### src/source/aes_pkg.sv
package aes_pkg;

    typedef logic [127:0] block_t;
    typedef logic [31:0]  word_t;
    typedef logic [3:0]   round_t;

    localparam int NUM_ROUNDS = 10;

    localparam word_t       MIX_COEF          = 32'h0203_0101;
    localparam word_t       INV_MIX_COEF      = 32'h0e0b_0d09;
    localparam logic [7:0]  SBOX_AFFINE_C     = 8'h63;
    localparam logic [7:0]  SBOX_INV_AFFINE_C = 8'h05;

    typedef enum logic [1:0] {
        CTRL_IDLE,
        CTRL_INIT,
        CTRL_NEXT
    } ctrl_state_e;

    // multiply by x modulo the aes polynomial.
    function automatic logic [7:0] xtime(logic [7:0] a);
        return {a[6:0], 1'b0} ^ (a[7] ? 8'h1b : 8'h00);
    endfunction

    function automatic logic [7:0] gf_mul(logic [7:0] a, logic [7:0] b);
        logic [7:0] acc;
        logic [7:0] x;
        acc = 8'h00;
        x   = a;
        for (int i = 0; i < 8; i++) begin
            if (b[i]) acc ^= x;
            x = xtime(x);
        end
        return acc;
    endfunction

    // a^254, which is the inverse for nonzero a and maps 0 to 0.
    function automatic logic [7:0] gf_inv(logic [7:0] a);
        logic [7:0] p;
        logic [7:0] r;
        p = a;
        r = 8'h01;
        for (int i = 0; i < 7; i++) begin
            p = gf_mul(p, p);
            r = gf_mul(r, p);
        end
        return r;
    endfunction

    // state byte (row r, column c) sits at block bits 127-8*(4c+r).
    function automatic block_t shift_rows(block_t b);
        block_t o;
        for (int c = 0; c < 4; c++) begin
            for (int r = 0; r < 4; r++) begin
                o[127 - 8*(4*c + r) -: 8] = b[127 - 8*(4*((c + r) % 4) + r) -: 8];
            end
        end
        return o;
    endfunction

    function automatic block_t inv_shift_rows(block_t b);
        block_t o;
        for (int c = 0; c < 4; c++) begin
            for (int r = 0; r < 4; r++) begin
                o[127 - 8*(4*c + r) -: 8] = b[127 - 8*(4*((c - r + 4) % 4) + r) -: 8];
            end
        end
        return o;
    endfunction

    // circulant matrix product on one column, first row of coefficients in coef.
    function automatic word_t mix_word(word_t w, word_t coef);
        word_t o;
        o = '0;
        for (int r = 0; r < 4; r++) begin
            for (int j = 0; j < 4; j++) begin
                o[31 - 8*r -: 8] ^= gf_mul(coef[31 - 8*((j - r + 4) % 4) -: 8], w[31 - 8*j -: 8]);
            end
        end
        return o;
    endfunction

    function automatic block_t mix_columns(block_t b);
        block_t o;
        for (int c = 0; c < 4; c++) begin
            o[127 - 32*c -: 32] = mix_word(b[127 - 32*c -: 32], MIX_COEF);
        end
        return o;
    endfunction

    function automatic block_t inv_mix_columns(block_t b);
        block_t o;
        for (int c = 0; c < 4; c++) begin
            o[127 - 32*c -: 32] = mix_word(b[127 - 32*c -: 32], INV_MIX_COEF);
        end
        return o;
    endfunction

endpackage
### src/source/aes_key_mem.sv
`timescale 1ns/1ps

module aes_key_mem (
    input  logic            clk_i,
    input  logic            rst_ni,
    input  logic            init_i,
    input  aes_pkg::block_t key_i,
    input  aes_pkg::round_t round_i,
    output aes_pkg::block_t round_key_o,
    output logic            ready_o,
    output aes_pkg::word_t  sbox_o,
    input  aes_pkg::word_t  sbox_i
);
    import aes_pkg::*;

    block_t     rk_q [0:NUM_ROUNDS];
    block_t     prev_key_q;
    block_t     next_key;
    logic [7:0] rcon_q;
    round_t     round_ctr_q;   // zero while idle.
    logic       ready_q;
    word_t      w0;
    word_t      w1;
    word_t      w2;
    word_t      w3;

    // rotword goes before subword, the two commute.
    assign sbox_o = {prev_key_q[23:0], prev_key_q[31:24]};

    assign w0       = prev_key_q[127:96] ^ sbox_i ^ {rcon_q, 24'h0};
    assign w1       = prev_key_q[95:64] ^ w0;
    assign w2       = prev_key_q[63:32] ^ w1;
    assign w3       = prev_key_q[31:0] ^ w2;
    assign next_key = {w0, w1, w2, w3};

    always_ff @(posedge clk_i) begin
        if (!rst_ni) begin
            round_ctr_q <= '0;
            ready_q     <= 1'b0;
        end else if (init_i) begin
            round_ctr_q <= round_t'(1);
            ready_q     <= 1'b0;
        end else if (round_ctr_q != '0) begin
            if (round_ctr_q == NUM_ROUNDS) begin
                round_ctr_q <= '0;
                ready_q     <= 1'b1;   // last round key written.
            end else begin
                round_ctr_q <= round_ctr_q + round_t'(1);
            end
        end
    end

    always_ff @(posedge clk_i) begin
        if (init_i) begin
            rk_q[0]    <= key_i;
            prev_key_q <= key_i;
            rcon_q     <= 8'h01;
        end else if (round_ctr_q != '0) begin
            rk_q[round_ctr_q] <= next_key;
            prev_key_q        <= next_key;
            rcon_q            <= xtime(rcon_q);
        end
    end

    assign round_key_o = rk_q[round_i];
    assign ready_o     = ready_q;

    // the core only accepts a request while idle, so expansion is never restarted.
    assert property (@(posedge clk_i) disable iff (!rst_ni) init_i |-> round_ctr_q == '0)
        else $error("key expansion restarted while running");

endmodule

### config.mk
export PLATFORM = sky130hd
export DESIGN_NAME = aes_key_mem
export DESIGN_NICKNAME = d
export VERILOG_FILES = /design/src/source/aes_pkg.sv /design/src/source/aes_key_mem.sv
export SDC_FILE = /design/constraint.sdc
export NUM_CORES = 2
export LEC_CHECK = 0
export BUFFER_PORTS_ARGS = -buffer_cell sky130_fd_sc_hd__clkbuf_2
export CAP_MARGIN = 20
export CORE_ASPECT_RATIO = 0.9
export CORE_MARGIN = 1
export CORE_UTILIZATION = 35
export CTS_BUF_LIST = sky130_fd_sc_hd__clkbuf_4
export DETAILED_ROUTE_END_ITERATION = 7
export PLACE_DENSITY = 0.48
export RECOVER_POWER = 50
export SLEW_MARGIN = 20
export SYNTH_ARGS = -nofsm -noshare
export SYNTH_HDL_FRONTEND = slang
export SYNTH_SLANG_ARGS = --single-unit
### constraint.sdc
create_clock -name clk_i -period 31.4 [get_ports clk_i]
set_clock_uncertainty 0.2 [all_clocks]
set_input_delay 6.28 -clock clk_i [delete_from_list [all_inputs] [get_ports clk_i]]
set_output_delay 6.28 -clock clk_i [all_outputs]
set_load 0.005 [all_outputs]
==> results.txt <==
The worst setup path is captured at an output pin. The die area came out at ~0.18 sq mm. For this run, the top clock speed supported by timing is 0.0573 GHz. The post-route netlist has between 20% and 30% of its cells at a drive strength greater than 1.

In the layout the commonest cells are edfxtp_1 (1536), clkbuf_4 (656), nand2_1 (511). At the worst endpoint, the required time is 24.92 ns. The number of buffers added by the clock tree synthesis step is 430. Routability-driven placement finished with a final weighted congestion of 0.743. Synthesis instantiated 37 different standard cells from the library. The DRC marker count from the first detailed-route iteration is 2533. The per-instance average area after synthesis came out at 16.2 sq um. The total track usage came out at between 20% and 30%. The tool flagged a number of max-cap violations equal to 27.

The initial antenna violation count is 33. STA classifies the critical path startpoint as an input port. The layout overhead on the synthesized area came out at 14.6%. The residual DRC count is 52. The number of failing hold endpoints at the final stage is 0. The final-layout fill cell count is 16800. The met2 track utilization from global routing is about a third. The count of nets left with antenna violations once routing finished came out at 0. The half-perimeter wire length of the detailed placement result came out at around 110000 um. The yosys synthesis warning count is 0.

The post-synthesis sequential area ratio is 73.1%. Global routing finished with a remaining overflow of 0. After detailed routing, the number of vias per cell comes to a little over 5.

The routed layout has 36700 vias. Entering global routing, the biggest net connects 177 pins. The final reports fail on design-rule violations, max-capacitance violations, max-slew violations. The normalized max-slew margin is -473%.

The count of final max-slew check failures is 1368. The floorplan die width is 451 um. The minimum period implied by the final worst setup slack came out at 17.44 ns. The slowest stage of the critical path belongs to the cell buf_4.

Clock latency on the worst-skew pair, taken at its later pin, is 1.36 ns. The buffers inserted during post-CTS setup optimization is 0. Once the clock tree was built, the resizer swapped 0 gates to a different size. For the worst setup path, the data arrival time is ~11 ns. From bottom edge to top edge, the die measures 406 um.

The root buffer cell chosen for the clock tree is clkbuf_4. After the last flow step, the layout net total stands at between 4000 and 5000. In this run the power density over the cells is 67.0 mW/mm^2. The biggest cell delay along the critical path came out at 0.94 ns. The first-pass GRT wire length came out at between 200000 and 300000 um.

The critical path goes through buf_8 > buf_4 > buf_4 > buf_4 > mux2_2 > o22ai_1 > a221o_1 > o21ai_1 > clkbuf_2. TritonCTS built the clock tree. The number of sinks on the clock net came out at between 1500 and 2000. After detailed routing, the average wire length per cell comes to around 27 um. The starting density of the core came out at 35.4%.

In this run the core area contains 147 standard-cell rows. The worst-margin pin slew came out at 8.60 ns. The net count of the mapped netlist came out at 4084. The first detailed-routing pass ran for 8 iterations.

The largest voltage drop on the vdd net is 0.0436 mV. The top cell family by delay on the critical path is buffers and inverters. Global routing used 4.48% of the available met3 tracks. In this run, post-CTS hold repair placed 0 buffers. The cell area that synthesis handed to floorplanning was 0.0635 sq mm. The critical path class is input port to output pin. Counting both buffers and inverters, the worst setup path holds a total of 5. Clock-pin slew was measured on the worst setup and hold paths at 0.05 ns. After synthesis the netlist holds a flip-flop and latch count of 1549. The total number of H-tree levels is 5. The sequential cell area in the final layout came out at 0.0464 sq mm. The number of global-route vias before repair was about 37000. Counting stages on the worst path, the most repeated cell is buf_4. The setup violation total in the final timing report came out at 0. Leaving out fill and tap cells, the most frequent cell in the layout is edfxtp_1. The static leakage came out at between 20 and 30 nW. For this block, the routed nets add up to 196000 um of wire. The count of buffers added on input and output ports is 327. The flow ran to the end, but the final reports show violations. The number of top-level design ports is ~330.

After global routing, the most crowded layer is met2. After layout, the worst path uses between 50 and 60% of the clock period. The global routing usage on met1 came out at a little over a quarter. The min-delay analysis places its worst path in the category flip-flop to flip-flop. The area of combinational cells with multiple inputs came out at 0.0157 sq mm. The final sum of negative setup slack came out at 0 ns. Setup repair after global routing left no endpoint under its margin. The pre-CTS setup slack is 13.93 ns. The floorplan core area came out at 0.179 sq mm. Of all nets on the critical path, the largest fanout is 106. The clock passes through at most 4 buffers.

The final worst slack came out at 13.96 ns. Synthesis produced 3917 cells.
final timing paths:
check | depth (start not counted) | start | slack (ns) | endpoint
max reg2reg | 4 | round_ctr_q[2] | 23.05 | rk_q[4][41]
min | 2 | ready_o | 0.29 | ready_o
min reg2reg | 2 | ready_o | 0.29 | ready_o
max | 9 | round_i[1] | 13.96 | round_key_o[31]
layout make-up:
cell class                 count  area share [%]
clock buffer                 656            6.77
tap                         2384            4.10
antenna                       23          0.0792
timing repair buffer         421            3.10
clock inverter                69           0.478
inverter                      26           0.136
sequential                  1549            63.8
multi-input combinational   2068            21.5
Yosys cell counts:
master / number / area share, %
xnor2_2: 8 / 0.20
xor3_1: 8 / 0.30
buf_4: 52 / 0.61
a22oi_1: 1 / 0.012
or3_1: 1 / 0.0099
buf_6: 6 / 0.11
dfxtp_1: 13 / 0.41
nor3_1: 5 / 0.039
xnor3_2: 1 / 0.037
nor4_1: 2 / 0.020
o21ai_1: 128 / 1.0
buf_2: 88 / 0.69
a21o_1: 1 / 0.012
nand2b_1: 6 / 0.059
a221o_1: 128 / 2.0
o21a_1: 1 / 0.012
buf_1: 23 / 0.14
inv_1: 26 / 0.15
and2_1: 1 / 0.0099
mux2_2: 305 / 5.4
o22a_1: 1 / 0.014
o22ai_1: 128 / 1.3
xnor2_1: 13 / 0.18
clkbuf_1: 105 / 0.62
o21ai_0: 285 / 2.2
mux2i_1: 408 / 6.4
nor2_1: 11 / 0.065
xor2_1: 72 / 0.99
nor2b_1: 2 / 0.020
or2_2: 1 / 0.0099
and3_1: 1 / 0.0099
xnor3_1: 31 / 1.1
a22o_1: 4 / 0.055
nand2_1: 512 / 3.0
a21oi_2: 1 / 0.014
edfxtp_1: 1536 / 73
a21oi_1: 2 / 0.016
per-stage QoR:
stage | std cells | util [%] | power, mW | area (sq um) | hold WS (ns)
finish | 7196 | 40.5 | 4.87 | 72700 | 0.286
global route | 7191 | 40.5 | 5.08 | 72700 | 0.313
detailed placement | 6443 | 37.7 | 3.13 | 67600 | 0.280
global placement | 6443 | 37.7 | 3.12 | 67600 | 0.269
floorplan | 3917 | - | 2.84 | 63500 | 0.249
CTS | 7168 | 40.6 | 4.94 | 72900 | 0.290
sequential cells by signal (all words and copies together), names as in the netlist:
| name | count |
|---|---|
| rcon_q | 8 |
| ready_o | 1 |
| rk_q | 1408 |
| round_ctr_q | 4 |
| prev_key_q | 128 |
power by group:
part	leakage (nW)	switching, mW	internal [mW]
clock	3.19	0.835	0.963
combinational	8.96	0.414	0.197
sequential	14.2	0.0349	2.43
total	26.4	1.28	3.59
cells by family (layout without fill, tap and decap cells):
logic type / count (synthesis) / in the layout / share of synthesized area (%)
other: 0 / 23 / 0
buffers and inverters: 300 / 1172 / 2.33
muxes: 713 / 713 / 11.8
and+or+nand+nor: 542 / 542 / 3.27
xor gates and xnor gates: 133 / 133 / 2.81
AOI/OAI and AO/OA: 680 / 680 / 6.67
DFF: 1549 / 1549 / 73.1
per-layer routing:
layer  vias up  routed length, um
li1      16500                  -
met3       351              10400
met5         -                 23
met1     18700              81500
met2      1087              96900
met4         4               6860
worst register-to-register path, cell delays in order (launching register included):
cell,delay (ns)
dfxtp_1,0.50
inv_1,0.17
or3_1,0.39
nor3_1,0.25
clkbuf_1,5.98
Note: power is estimated with default switching activity, not from simulation.
